--- config.mk ---
export PLATFORM = sky130hd
export DESIGN_NAME = wh_bram
export DESIGN_NICKNAME = d
export VERILOG_FILES = /design/src/gat_pkg.sv /design/src/wh_bram.sv
export VERILOG_INCLUDE_DIRS = /design/src /design/src/src
export SDC_FILE = /design/constraint.sdc
export NUM_CORES = 2
export LEC_CHECK = 0
export BUFFER_PORTS_ARGS = -buffer_cell sky130_fd_sc_hd__buf_2
export CELL_PAD_IN_SITES_DETAIL_PLACEMENT = 1
export CELL_PAD_IN_SITES_GLOBAL_PLACEMENT = 1
export CORE_UTILIZATION = 45
export CTS_BUF_LIST = sky130_fd_sc_hd__clkbuf_4
export CTS_CLUSTER_DIAMETER = 40
export DETAILED_ROUTE_END_ITERATION = 8
export GPL_TIMING_DRIVEN = 0
export PLACE_DENSITY_LB_ADDON = 0.25
export SLEW_MARGIN = 20
export SYNTH_ARGS = -nofsm -noshare
export SYNTH_HDL_FRONTEND = slang
export SYNTH_MEMORY_MAX_BITS = 65536
export SYNTH_SLANG_ARGS = --single-unit
--- constraint.sdc ---
create_clock -name clk -period 7.2 [get_ports clk]
set_input_delay 0.72 -clock clk [delete_from_list [all_inputs] [get_ports clk]]
set_output_delay 0.72 -clock clk [all_outputs]
set_load 0.01 [all_outputs]
--- src/gat_defines.svh ---
`ifndef GAT_DEFINES_SVH
`define GAT_DEFINES_SVH

// element width, signed Q1.7
`define GAT_DATA_W 8

// attention vector a holds a_1 followed by a_2
`define GAT_A_DEPTH 16

// one WH row carries half of a's length
`define GAT_W_COLS 8

// largest subgraph, source node included
`define GAT_MAX_NODES 8

// node count field, wide enough for GAT_MAX_NODES
`define GAT_NODE_W 4

// 64 rows of WH memory
`define GAT_WH_ADDR_W 6

`endif
--- src/gat_pkg.sv ---
`default_nettype none

`include "gat_defines.svh"

package gat_pkg;

  typedef logic [`GAT_NODE_W-1:0] node_cnt_t;

  typedef logic signed [`GAT_DATA_W-1:0] score_t;

  // elements are signed Q1.7, cast with $signed where used
  typedef logic [`GAT_A_DEPTH-1:0][`GAT_DATA_W-1:0] a_vec_t;
  typedef logic [`GAT_W_COLS-1:0][`GAT_DATA_W-1:0] half_vec_t;

  typedef logic [`GAT_MAX_NODES-1:0][`GAT_DATA_W-1:0] coef_vec_t;

  // source flag sits in bit 0, count just above it
  typedef struct packed {
    half_vec_t elem;
    node_cnt_t num_nodes;
    logic      src_flag;
  } wh_row_t;

  // 9-bit sum kept if it fits -127..127, otherwise halved
  function automatic score_t add_halve(input score_t x, input score_t y);
    logic signed [`GAT_DATA_W:0] sum;
    sum = {x[`GAT_DATA_W-1], x} + {y[`GAT_DATA_W-1], y};
    if (sum > 9'sd127 || sum < -9'sd127) begin
      return sum[`GAT_DATA_W:1];
    end
    return sum[`GAT_DATA_W-1:0];
  endfunction

endpackage

`default_nettype wire

--- src/wh_bram.sv ---
`timescale 1ns/1ps
`default_nettype none

`include "gat_defines.svh"

module wh_bram (
  input  wire                          clk,
  // host side
  input  wire                          wr_en_i,
  input  wire [`GAT_WH_ADDR_W-1:0]     wr_addr_i,
  input  wire gat_pkg::wh_row_t        wr_row_i,
  // engine side
  input  wire [`GAT_WH_ADDR_W-1:0]     rd_addr_i,
  output gat_pkg::wh_row_t             rd_row_o
);

  localparam int unsigned DEPTH = 1 << `GAT_WH_ADDR_W;

  gat_pkg::wh_row_t mem [DEPTH];
  gat_pkg::wh_row_t rd_row_q;

  always_ff @(posedge clk) begin
    if (wr_en_i) begin
      mem[wr_addr_i] <= wr_row_i;
    end
  end

  // registered read, old data on a same-address write
  always_ff @(posedge clk) begin
    rd_row_q <= mem[rd_addr_i];
  end

  assign rd_row_o = rd_row_q;

endmodule

`default_nettype wire

==> results.yml <==
clocking:
  postCtsSetupBuffers: 0
  clk_pin_slew_ns: 0.07
  clock-sinks: 4485
  clk_latency_ns: 1.78
  cts_root_buf: "clkbuf_4"
  htree_num_levels: 7
  cts_tree: "done"
  cts_buffers: 1224
  max-clock-path-buffers: 5
place:
  gp_congestion: 0.800
  portBuffers: 144
  place.detailed.hpwl_um: 402000
die:
  core-area_um2: 370000
  dieArea_um2: 376000
  start_util_pct: 45.4
  ios: 152
  die_h_um: 613
  rows: 223
  fp.dieW_um: 613
status:
  outcome: "completed"
grt:
  grt_pass1_vias: 95200
  antenna_found_initial: 55
  grt.total_usage_pct: 32.0
  grt_max_degree: 65
  grt_pass1_wl_um: 794000
  grt_overflow: 0
power_and_ir_drop:
  power.net_switching_mw: 12.8
  seqPwrFrac_pct: 53.5
  power.internal_mw: 41.3
  vdd_drop_max_v: 0.000172
  total_power_mw: 54.1
  p_clk_share_pct: 40.7
  pwr-share-comb_pct: 5.7
  swShare_pct: 23.6
  leakage_nw: 64.3
  power.density_nw_per_um2: 271
cells_and_area:
  utilization_pct: 53.9
  layout-drive-gt1-share_pct: 39.4
  syn_to_final_growth_pct: 18.9
  fin_nets: 8935
drt:
  num_vias: 93700
  drc_errors: 0
  drt_iter0_markers: 14400
  firstDrtPassIters: 5
  post_drt_wl_per_cell_um: 40.6
  routed_via_density: 6.39
  ant_nets: 0
  wl_um: 596000
min_path:
  min_path_type: "in2reg"
timing:
  finalClockSkew_ns: 0.137
  hold_viol_final: 0
  fin_crit_ns: 3.38
  slew_headroom_pct: 15.1
  finalCritPeriodShare_pct: 47.0
  rsz0062_at_grt: "no"
  setup_viol: 0
  holdWs_ns: 0.0315
  fmax_ghz: 0.296
  tightest_slew_ns: 1.27
  slew_violations: 0
  finalSetupTns_ns: 0
worst_setup_path:
  endpoint_kind: "flop"
  crit_path_max_fanout: 17
  cp-start-kind: "input port"
  worstPathArrival_ns: 4.92
  worstSetupPathType: "in2reg"
  crit_required_ns: 8.74
synthesis:
  synth_xor_area_share_pct: 0
  synth_top_cell_by_area: "edfxtp_1"
  yosysSeqAreaShare_pct: 79.8
  synth_cell_types: 28
  synth_top_family_by_area: "multiplexers"
  synth.area.mux_share_pct: 15.4
  syn_avg_cell_area_um2: 24.0
  synth_edf_count: 4416
  netlist_instances: 7005
  async_flop_share_pct: 0
  yosysWarnings: 0
  synth_area_um2: 168000
  synth_fa_ha_area_share_pct: 0
  yosys.area_share.simple_pct: 0.897
  syn_nets: 7088
  ys.flop_type: "edfxtp_1"
  synth-seq-cells: 4485
  yosysMostFrequentCell: "edfxtp_1"
  synthTopCellsByArea: "edfxtp_1, mux4_2, a22oi_1"
  synth_common_cells: "edfxtp_1, mux4_2, a22oi_1, buf_2, clkbuf_1"
  synth.top_cell.area_share_pct: 79.0
  synth_compound_area_share_pct: 2.73
flow_run:
  max-cap-violations: 0
[state kept, by name (all words and copies together), names as in the netlist]
| register | flops |
|---|---|
| mem | 4416 |
| rd_row_o | 69 |
[cell families after synthesis]
kind of cell,count (synthesis)
buf+inv,400
simple gates,308
flops,4485
mux,1209
compound gates,603
[area by class of cell]
| cell class | instances | area [um^2] |
|---|---|---|
| repair buffers | 621 | 10300 |
| multi-input cells | 2120 | 32500 |
| diodes | 94 | 235 |
| clock buffers | 1707 | 12800 |
| well taps | 4950 | 6190 |
| plain buffers | 400 | 1990 |
| fillers | 32300 | 171000 |
| clock inverters | 296 | 1600 |
| flip-flops and latches | 4485 | 134000 |
[path summary, 6_finish.rpt]
| kind | startpoint | end | slack, ns | depth (start not counted) |
|---|---|---|---|---|
| worst min register to register | mem[13][29] | rd_row_o[29] | 0.87 | 4 |
| worst max register to register | mem[35][33] | rd_row_o[33] | 4.70 | 4 |
| worst max-delay path | rd_addr_i[1] | rd_row_o[33] | 3.82 | 8 |
| worst min-delay path | wr_row_i[28] | mem[31][28] | 0.03 | 2 |
[worst max-delay path: stages]
cell      delay, ns
buf_2          0.31
buf_2          0.55
buf_2          1.06
buf_2          0.50
mux4_2         0.36
a22oi_1        0.16
nand3b_1       0.72
o211a_1        0.49
[per-stage QoR]
| step | setup slack, ns | cells | instance area (um^2) |
|---|---|---|---|
| after floorplan | 0.692 | 7005 | 168000 |
| after global placement | -9.29 | 12100 | 175000 |
| after detailed placement | 2.23 | 12500 | 184000 |
| after CTS | 4.06 | 14600 | 199000 |
| after global routing | 3.98 | 14600 | 199000 |
| final | 3.82 | 14700 | 200000 |
[power groups by stage]
stage | clock network, mW | logic (mW) | registers, mW
global route | 23.5 | 3.17 | 29.0
floorplan | 0 | 1.33 | 29.5
detailed placement | 0 | 3.00 | 29.5
finish | 22.0 | 3.10 | 29.0
global placement | 0 | 2.80 | 29.5
CTS | 22.3 | 3.05 | 29.0
[layer usage]
layer / up-vias / GRT usage (%) / routed length [um]
met5: - / 0 / 85
met4: 14 / 19.1 / 34900
met3: 1513 / 9.40 / 72200
met2: 7283 / 49.5 / 281000
met1: 50000 / 40.2 / 208000
li1: 35000 / - / -
[layout by cell type (no fill, tap or decap), types with 16 or more instances in the layout]
master,count
edfxtp_1,4416
clkbuf_4,1708
mux4_2,1104
buf_2,284
a22oi_1,276
buf_12,218
clkinv_1,216
buf_16,145
o22ai_1,138
buf_4,126
nand3_1,120
mux2i_1,105
clkbuf_1,99
diode_2,94
dlygate4sd3_1,81
o211a_1,69
dfxtp_1,69
a211oi_1,67
nor2_4,63
nor2_1,54
o221ai_1,51
clkbuf_2,43
clkinv_2,36
nand3b_1,27
inv_2,22
buf_1,16
bufinv_16,16
[what timing repair did]
action / 4_1_cts / 5_1_grt
gates resized for setup: 0 / 0
hold endpoints to repair: 4654 / 0
hold buffers: 81 / 0
No activity file was read; power rests on OpenSTA's default activity.
