$ cat src/gat_defines.svh
`ifndef GAT_DEFINES_SVH
`define GAT_DEFINES_SVH

// element width, signed Q1.7
`define GAT_DATA_W 8

// attention vector a holds a_1 followed by a_2
`define GAT_A_DEPTH 16

// one WH row carries half of a's length
`define GAT_W_COLS 8

// largest subgraph, source node included
`define GAT_MAX_NODES 8

// node count field, wide enough for GAT_MAX_NODES
`define GAT_NODE_W 4

// 64 rows of WH memory
`define GAT_WH_ADDR_W 6

`endif
$ cat src/gat_pkg.sv
`default_nettype none

`include "gat_defines.svh"

package gat_pkg;

  typedef logic [`GAT_NODE_W-1:0] node_cnt_t;

  typedef logic signed [`GAT_DATA_W-1:0] score_t;

  // elements are signed Q1.7, cast with $signed where used
  typedef logic [`GAT_A_DEPTH-1:0][`GAT_DATA_W-1:0] a_vec_t;
  typedef logic [`GAT_W_COLS-1:0][`GAT_DATA_W-1:0] half_vec_t;

  typedef logic [`GAT_MAX_NODES-1:0][`GAT_DATA_W-1:0] coef_vec_t;

  // source flag sits in bit 0, count just above it
  typedef struct packed {
    half_vec_t elem;
    node_cnt_t num_nodes;
    logic      src_flag;
  } wh_row_t;

  // 9-bit sum kept if it fits -127..127, otherwise halved
  function automatic score_t add_halve(input score_t x, input score_t y);
    logic signed [`GAT_DATA_W:0] sum;
    sum = {x[`GAT_DATA_W-1], x} + {y[`GAT_DATA_W-1], y};
    if (sum > 9'sd127 || sum < -9'sd127) begin
      return sum[`GAT_DATA_W:1];
    end
    return sum[`GAT_DATA_W-1:0];
  endfunction

endpackage

`default_nettype wire

$ cat src/dmvm.sv
`timescale 1ns/1ps
`default_nettype none

`include "gat_defines.svh"

module dmvm (
  input  wire                       clk,
  input  wire                       rst_n,
  // run handshake
  input  wire                       dmvm_valid_i,
  output logic                      dmvm_ready_o,
  input  wire gat_pkg::a_vec_t      a_i,
  // row memory read port
  output logic [`GAT_WH_ADDR_W-1:0] rd_addr_o,
  input  wire gat_pkg::wh_row_t     rd_row_i,
  // results, held until the next ready
  output gat_pkg::coef_vec_t        coef_o,
  output gat_pkg::node_cnt_t        num_of_nodes_o
);

  localparam int IDX_W = $clog2(`GAT_MAX_NODES);

  typedef enum logic [1:0] {
    ST_IDLE,
    ST_FIRST,
    ST_ISSUE,
    ST_WAIT
  } state_t;

  state_t state_q;

  // never cleared between runs, next run picks up where the last stopped
  logic [`GAT_WH_ADDR_W-1:0] rd_addr_q;

  gat_pkg::node_cnt_t n_lat_q;
  gat_pkg::node_cnt_t issued_q;
  gat_pkg::node_cnt_t sc_idx_q;

  logic row_valid_q;
  logic relu_go_q;
  logic ready_q;
  logic done_hold_q;

  logic start;
  logic issue;
  logic last_score;

  logic            score_valid;
  gat_pkg::score_t score;
  gat_pkg::score_t scores_q [`GAT_MAX_NODES];

  gat_pkg::coef_vec_t coef_d;
  gat_pkg::coef_vec_t coef_q;
  gat_pkg::node_cnt_t num_q;

  dmvm_dot u_dmvm_dot (
    .clk           (clk),
    .rst_n         (rst_n),
    .row_valid_i   (row_valid_q),
    .row_i         (rd_row_i),
    .a_i           (a_i),
    .score_valid_o (score_valid),
    .score_o       (score)
  );

  // valid must drop after a ready before another run starts
  assign start = dmvm_valid_i && !done_hold_q && (state_q == ST_IDLE);

  always_comb begin
    issue = 1'b0;
    case (state_q)
      ST_IDLE:  issue = start;
      ST_FIRST: issue = (rd_row_i.num_nodes > gat_pkg::node_cnt_t'(1));
      ST_ISSUE: issue = 1'b1;
      default:  issue = 1'b0;
    endcase
  end

  assign last_score = score_valid && (sc_idx_q + gat_pkg::node_cnt_t'(1) == n_lat_q);

  always_ff @(posedge clk) begin
    if (!rst_n) begin
      state_q     <= ST_IDLE;
      rd_addr_q   <= '0;
      n_lat_q     <= '0;
      issued_q    <= '0;
      sc_idx_q    <= '0;
      row_valid_q <= 1'b0;
      relu_go_q   <= 1'b0;
      ready_q     <= 1'b0;
      done_hold_q <= 1'b0;
    end else begin
      row_valid_q <= issue;
      relu_go_q   <= last_score;
      ready_q     <= relu_go_q;

      if (issue) begin
        rd_addr_q <= rd_addr_q + 1'b1;
        issued_q  <= start ? gat_pkg::node_cnt_t'(1) : issued_q + 1'b1;
      end

      if (start) begin
        sc_idx_q <= '0;
      end else if (score_valid) begin
        sc_idx_q <= sc_idx_q + 1'b1;
      end

      if (last_score) begin
        done_hold_q <= 1'b1;
      end else if (!dmvm_valid_i) begin
        done_hold_q <= 1'b0;
      end

      case (state_q)
        ST_IDLE: begin
          if (start) begin
            state_q <= ST_FIRST;
          end
        end
        // first row is on the read port now
        ST_FIRST: begin
          n_lat_q <= rd_row_i.num_nodes;
          if (rd_row_i.num_nodes > gat_pkg::node_cnt_t'(2)) begin
            state_q <= ST_ISSUE;
          end else begin
            state_q <= ST_WAIT;
          end
        end
        ST_ISSUE: begin
          if (issued_q + gat_pkg::node_cnt_t'(1) == n_lat_q) begin
            state_q <= ST_WAIT;
          end
        end
        default: begin
          if (last_score) begin
            state_q <= ST_IDLE;
          end
        end
      endcase
    end
  end

  // scores by arrival order, source first
  always_ff @(posedge clk) begin
    if (score_valid && sc_idx_q < `GAT_MAX_NODES) begin
      scores_q[sc_idx_q[IDX_W-1:0]] <= score;
    end
  end

  // coef[i] = relu(score[0] + score[i]), zero past the node count
  always_comb begin
    gat_pkg::score_t pair_sum;
    coef_d = '0;
    for (int i = 0; i < `GAT_MAX_NODES; i++) begin
      pair_sum = gat_pkg::add_halve(scores_q[0], scores_q[i]);
      if (i < n_lat_q && !pair_sum[`GAT_DATA_W-1]) begin
        coef_d[i] = pair_sum;
      end
    end
  end

  always_ff @(posedge clk) begin
    if (!rst_n) begin
      coef_q <= '0;
      num_q  <= '0;
    end else if (relu_go_q) begin
      coef_q <= coef_d;
      num_q  <= n_lat_q;
    end
  end

  assign rd_addr_o      = rd_addr_q;
  assign dmvm_ready_o   = ready_q;
  assign coef_o         = coef_q;
  assign num_of_nodes_o = num_q;

  a_ready_single: assert property (
    @(posedge clk) disable iff (!rst_n) dmvm_ready_o |=> !dmvm_ready_o
  );

  // count comes from the first row of the run
  a_count_range: assert property (
    @(posedge clk) disable iff (!rst_n)
    (state_q == ST_FIRST) |=> (n_lat_q >= 1 && n_lat_q <= `GAT_MAX_NODES)
  );

endmodule

`default_nettype wire

$ cat src/dmvm_dot.sv
`timescale 1ns/1ps
`default_nettype none

`include "gat_defines.svh"

module dmvm_dot (
  input  wire                    clk,
  input  wire                    rst_n,
  // one row per valid cycle
  input  wire                    row_valid_i,
  input  wire gat_pkg::wh_row_t  row_i,
  input  wire gat_pkg::a_vec_t   a_i,
  // score four cycles after its row
  output logic                   score_valid_o,
  output gat_pkg::score_t        score_o
);

  localparam int N1 = `GAT_W_COLS;
  localparam int N2 = N1 / 2;
  localparam int N3 = N2 / 2;

  gat_pkg::half_vec_t a_half;

  gat_pkg::score_t prod_q [N1];
  gat_pkg::score_t sum1_q [N2];
  gat_pkg::score_t sum2_q [N3];
  gat_pkg::score_t sum3_q;

  // one valid bit per stage
  logic [3:0] vld_q;

  // Q1.7 times Q1.7, back to Q1.7 by dropping 7 fraction bits
  function automatic gat_pkg::score_t scale_mul(
    input logic [`GAT_DATA_W-1:0] x,
    input logic [`GAT_DATA_W-1:0] y
  );
    logic signed [2*`GAT_DATA_W-1:0] p;
    p = $signed(x) * $signed(y);
    p = p >>> (`GAT_DATA_W - 1);
    return p[`GAT_DATA_W-1:0];
  endfunction

  // source row scored against a_1, neighbours against a_2
  always_comb begin
    if (row_i.src_flag) begin
      a_half = a_i[`GAT_W_COLS-1:0];
    end else begin
      a_half = a_i[`GAT_A_DEPTH-1:`GAT_W_COLS];
    end
  end

  // stage 1 products
  always_ff @(posedge clk) begin
    for (int k = 0; k < N1; k++) begin
      prod_q[k] <= scale_mul(row_i.elem[k], a_half[k]);
    end
  end

  // stages 2 to 4, pairwise adder tree
  always_ff @(posedge clk) begin
    for (int k = 0; k < N2; k++) begin
      sum1_q[k] <= gat_pkg::add_halve(prod_q[2*k], prod_q[2*k+1]);
    end
    for (int k = 0; k < N3; k++) begin
      sum2_q[k] <= gat_pkg::add_halve(sum1_q[2*k], sum1_q[2*k+1]);
    end
    sum3_q <= gat_pkg::add_halve(sum2_q[0], sum2_q[1]);
  end

  always_ff @(posedge clk) begin
    if (!rst_n) begin
      vld_q <= '0;
    end else begin
      vld_q <= {vld_q[2:0], row_valid_i};
    end
  end

  assign score_valid_o = vld_q[3];
  assign score_o       = sum3_q;

  a_score_valid_known: assert property (
    @(posedge clk) disable iff (!rst_n) !$isunknown(score_valid_o)
  );

endmodule

`default_nettype wire

$ cat config.mk
export PLATFORM = sky130hd
export DESIGN_NAME = dmvm
export DESIGN_NICKNAME = d
export VERILOG_FILES = /design/src/gat_pkg.sv /design/src/dmvm.sv /design/src/dmvm_dot.sv
export VERILOG_INCLUDE_DIRS = /design/src /design/src/src
export SDC_FILE = /design/constraint.sdc
export NUM_CORES = 2
export LEC_CHECK = 0
export BUFFER_PORTS_ARGS = -buffer_cell sky130_fd_sc_hd__buf_2
export CAP_MARGIN = 25
export CELL_PAD_IN_SITES_DETAIL_PLACEMENT = 1
export CELL_PAD_IN_SITES_GLOBAL_PLACEMENT = 2
export CORE_ASPECT_RATIO = 1.4
export CORE_MARGIN = 2
export CORE_UTILIZATION = 40
export CTS_CLUSTER_SIZE = 10
export DETAILED_ROUTE_END_ITERATION = 7
export PLACE_DENSITY_LB_ADDON = 0.1
export SETUP_SLACK_MARGIN = 0.5
export SLEW_MARGIN = 20
export SYNTH_ARGS = -nofsm -noshare
export SYNTH_HDL_FRONTEND = slang
export SYNTH_HIERARCHICAL = 1
export SYNTH_SLANG_ARGS = --single-unit
$ cat constraint.sdc
create_clock -name clk -period 8.15 [get_ports clk]
set_input_delay 0.815 -clock clk [delete_from_list [all_inputs] [get_ports clk]]
set_output_delay 0.815 -clock clk [all_outputs]
set_load 0.01 [all_outputs]
==> summary.md <==
| Metric | Value |
|---|---|
| Status | `finished, final reports clean` |
| Die footprint | `between 80000 and 90000 um^2` |
| Netlist cell types | `between 80 and 90` |
| CP Launch Type | `primary input` |
| Clk sink count | `between 200 and 300` |
| Clock transition at path regs | `~0.060 ns` |
| Number of global-route vias before repair | `about 27000` |
| Sequential cell area | `around 6200 um^2` |
| Clock network power share | `between 10 and 15%` |
| Worst R2R Start | `scores_q[0][1]` |
| Antenna Cells | `0` |
| YS warnings | `6` |
| Avg Inst Size Synth | `9.53 um^2` |
| Post_cts resized | `0` |
| Drt first pass iters | `4` |
| Count of final max-slew check failures | `0` |
| Global-route wire length before repair | `132 mm` |
| Initial antenna violation count | `0` |
| Die Y | `~340 um` |
| Post-route DRC violation count | `0` |
| Clk buf depth | `3` |
| Static Leak | `~17 nW` |
| Logic pwr share | `a little under three quarters` |
| CP Launch Point | `rd_row_i[0]` |
| DRT Wirelength | `~77 mm` |
| Final Non-Filler Cells | `4725` |
| Tot Pwr | `~13 mW` |
| Worst hold path class | `register to register` |
| RePlAce Congestion | `around 0.82` |
| Clock skew | `0.0169 ns` |
| R2r setup slk | `between 4 and 5 ns` |
| CTS tree | `built` |
| Cts hold-fix bufs | `0` |
| Setup Buffers After CTS | `0` |
| Hold_sp | `row_valid_q` |
| Synth area leaders | `fa_1, dfxtp_1, ha_1, inv_1, edfxtp_1` |
| Maxcap violations | `0` |
| Rel. slew slack | `between 40% and 50%` |
| Clk_lat worst skew | `around 0.53 ns` |
| CP Max Fanout | `47` |
| Share of cells above drive strength 1 | `11.3%` |
| Average via count per standard cell | `4.99` |
| PwrDens | `approximately 350 nW/um^2` |
| Syn Nets | `between 4000 and 5000` |
| Most common cell in the synthesized netlist | `inv_1` |
| Initial core utilization | `between 40% and 50%` |
| Cell area after synthesis | `32000 um^2` |
| Register area share after synthesis | `19.5%` |
| Placed cell count | `~4700` |
| TritonCTS Buffers | `35` |
| RR Endpoint | `coef_o[33]` |
| Final worst path period need | `slightly above 6 ns` |
| Async SR Flop Fraction | `0%` |
| Max VDD drop | `around 0.00021 V` |
| Sequential power share | `between 10% and 20%` |
| Via count | `about 24000` |
| Cells after synthesis | `between 3000 and 4000` |
| Final Hold Fails | `0` |
| Hold Path End | `u_dmvm_dot/vld_q[0]` |
| Worst Path Arrival | `6.58 ns` |
| Port buffer count | `274` |
| Core area | `79200 um^2` |
| Least-Margin Pin Slew | `between 0.8 and 0.9 ns` |
| RSZ-0062 raised after global routing | `no` |
| Required time worst endpoint | `approximately 8.6 ns` |
| Synth Flop Type | `dfxtp_1` |
| Fillcell total | `9156` |
| IO Count | `275` |
| Switching Fraction | `~46%` |
| Largest net degree at the start of global routing | `65` |
| EDFF count, synth | `64` |
| Nets@finish | `between 4000 and 5000` |
| Setup TNS Final | `0 ns` |
| Post-DP HPWL | `about 66 mm` |
| DRT iter0 DRCs | `approximately 500` |
| Chip width | `around 240 um` |
| CP Class | `primary input to register` |
| Post-detailed-route count of antenna-violating nets | `0` |
| Final setup vio count | `0` |
| Reported net switching power | `just under 6 mW` |
| # rows | `approximately 120` |
| Pint | `roughly 6.8 mW` |
| Period Utilization, post-route | `75.8%` |
| Path depth of the worst reg2reg path | `9` |
| Top cells by instance count after synthesis | `inv_1, fa_1, ha_1` |
| Total gr overflow | `0` |
| Worst Setup End Kind | `register` |
| Worst Hold Path Cells | `1` |
| Area Growth Syn to Fin | `11.4%` |
| Synth Register Bits | `280` |
| H-tree Lvls | `2` |
| Multi-input logic area | `approximately 23000 um^2` |
| Area fraction of the dominant cell type after synthesis | `between 20% and 30%` |
| CTS Root Cell | `clkbuf_16` |
| Overall routing resource usage | `about a fifth` |
| WL/cell | `about 16 um` |
| Maximum clock frequency | `between 0.15 and 0.2 GHz` |
| Largest area contributor in the netlist | `fa_1` |
==> state kept, by name, summed over array words and instances (netlist names), 6 cells and up <==
signal and cells:
coef_o 64, rd_addr_o 6, scores_q 64, u_dmvm_dot/prod_q 64, u_dmvm_dot/score_o 8, u_dmvm_dot/sum1_q 32
u_dmvm_dot/sum2_q 16
==> power groups by stage <==
| stage | sequential [mW] | clock (mW) | combinational [mW] |
|---|---|---|---|
| 2_1_floorplan | 2.12 | 0 | 7.09 |
| 3_3_place_gp | 2.27 | 0 | 8.74 |
| 3_5_place_dp | 2.28 | 0 | 9.11 |
| 4_1_cts | 2.25 | 1.48 | 9.19 |
| 5_1_grt | 2.28 | 1.53 | 10.3 |
| 6_report | 2.23 | 1.42 | 8.94 |
==> cells by family (layout without fill, tap and decap cells) <==
logic type | count (synthesis) | after routing | share of synthesized area (%)
and+or+nand+nor | 963 | 963 | 15.8
DFF | 280 | 280 | 19.5
buffers and inverters | 635 | 943 | 7.48
muxes | 156 | 156 | 5.04
adders and majority gates | 733 | 733 | 38.3
xor gates and xnor gates | 199 | 199 | 5.61
AOI/OAI and AO/OA | 397 | 397 | 8.24
==> final cells by class <==
| cell class | instances | share of cell area (%) |
|---|---|---|
| multi-input combinational | 2448 | 65.6 |
| inverter | 604 | 6.35 |
| clock buffer | 51 | 2.74 |
| clock inverter | 5 | 0.119 |
| sequential | 280 | 17.5 |
| timing repair buffer | 283 | 4.03 |
| tap | 1054 | 3.69 |
==> worst max-delay path, cell delays in order <==
cell	delay (ns)
buf_4	0.67
mux2i_1	0.73
nand2b_1	0.21
fa_1	0.44
fa_1	0.60
inv_1	0.08
fa_1	0.53
inv_1	0.06
fa_1	0.53
inv_1	0.05
ha_1	0.34
nand3_1	0.11
o211ai_1	0.16
o41a_1	0.38
and2_1	0.20
a311oi_1	0.38
o21bai_1	0.13
xnor2_1	0.13
==> placed cells by master, fill, tap and decap left out, types with 8 or more instances in the layout <==
cell type  netlist  layout
dfxtp_1        216     216
xnor2_1        127     127
a21o_1          31      31
mux2_2          32      32
and2_1         141     141
or3_1           16      16
mux2i_1        120     120
nor2_1         173     172
a21oi_1        105     105
nor2b_1        199     199
ha_1           319     319
nand4_1          9       9
clkbuf_1        19      13
a211oi_1        18      18
o21ai_0         88      88
inv_1          604     604
nor4_1           9       9
o21bai_1        22      22
nand3_1         29      29
fa_1           414     414
o21a_1          21      21
buf_4            1       9
edfxtp_1        64      64
nor3_1          43      43
clkbuf_16        0      36
and3b_1          8       8
buf_2            8     273
nand2_1        212     212
and3_1          16      16
or2_2           22      22
o21ai_1         11      11
nor3b_1          9       9
nand2b_1        49      49
o211ai_1        12      12
xor2_1          66      66
==> metrics by stage <==
| step | util [%] | cell area (um^2) | hold WS, ns | setup WS, ns |
|---|---|---|---|---|
| 6_report | 45.1 | 35700 | 0.430 | 1.97 |
| 5_1_grt | 45.1 | 35700 | 0.450 | 1.64 |
| 4_1_cts | 45.0 | 35700 | 0.435 | 2.00 |
| 3_5_place_dp | 43.8 | 34700 | 0.433 | 1.45 |
| 3_3_place_gp | 43.8 | 34700 | 0.420 | 1.60 |
| 2_1_floorplan | - | 32000 | 0.406 | 1.91 |
==> how the worst max path moves through the flow <==
stage | endpoint | slack, ns
floorplan | u_dmvm_dot/prod_q[0][23] | 1.91
global placement | u_dmvm_dot/prod_q[0][23] | 1.60
detailed placement | u_dmvm_dot/prod_q[0][31] | 1.45
CTS | u_dmvm_dot/prod_q[0][31] | 2.00
global route | u_dmvm_dot/prod_q[0][31] | 1.64
finish | u_dmvm_dot/prod_q[0][23] | 1.97
==> routing by layer <==
layer | GRT usage, % | part of all wire, %
met5 | 0 | 0
met4 | 5.39 | 2.7
met3 | 1.55 | 2.2
met2 | 38.4 | 56
met1 | 21.3 | 39
Note: power is estimated with default switching activity, not from simulation.
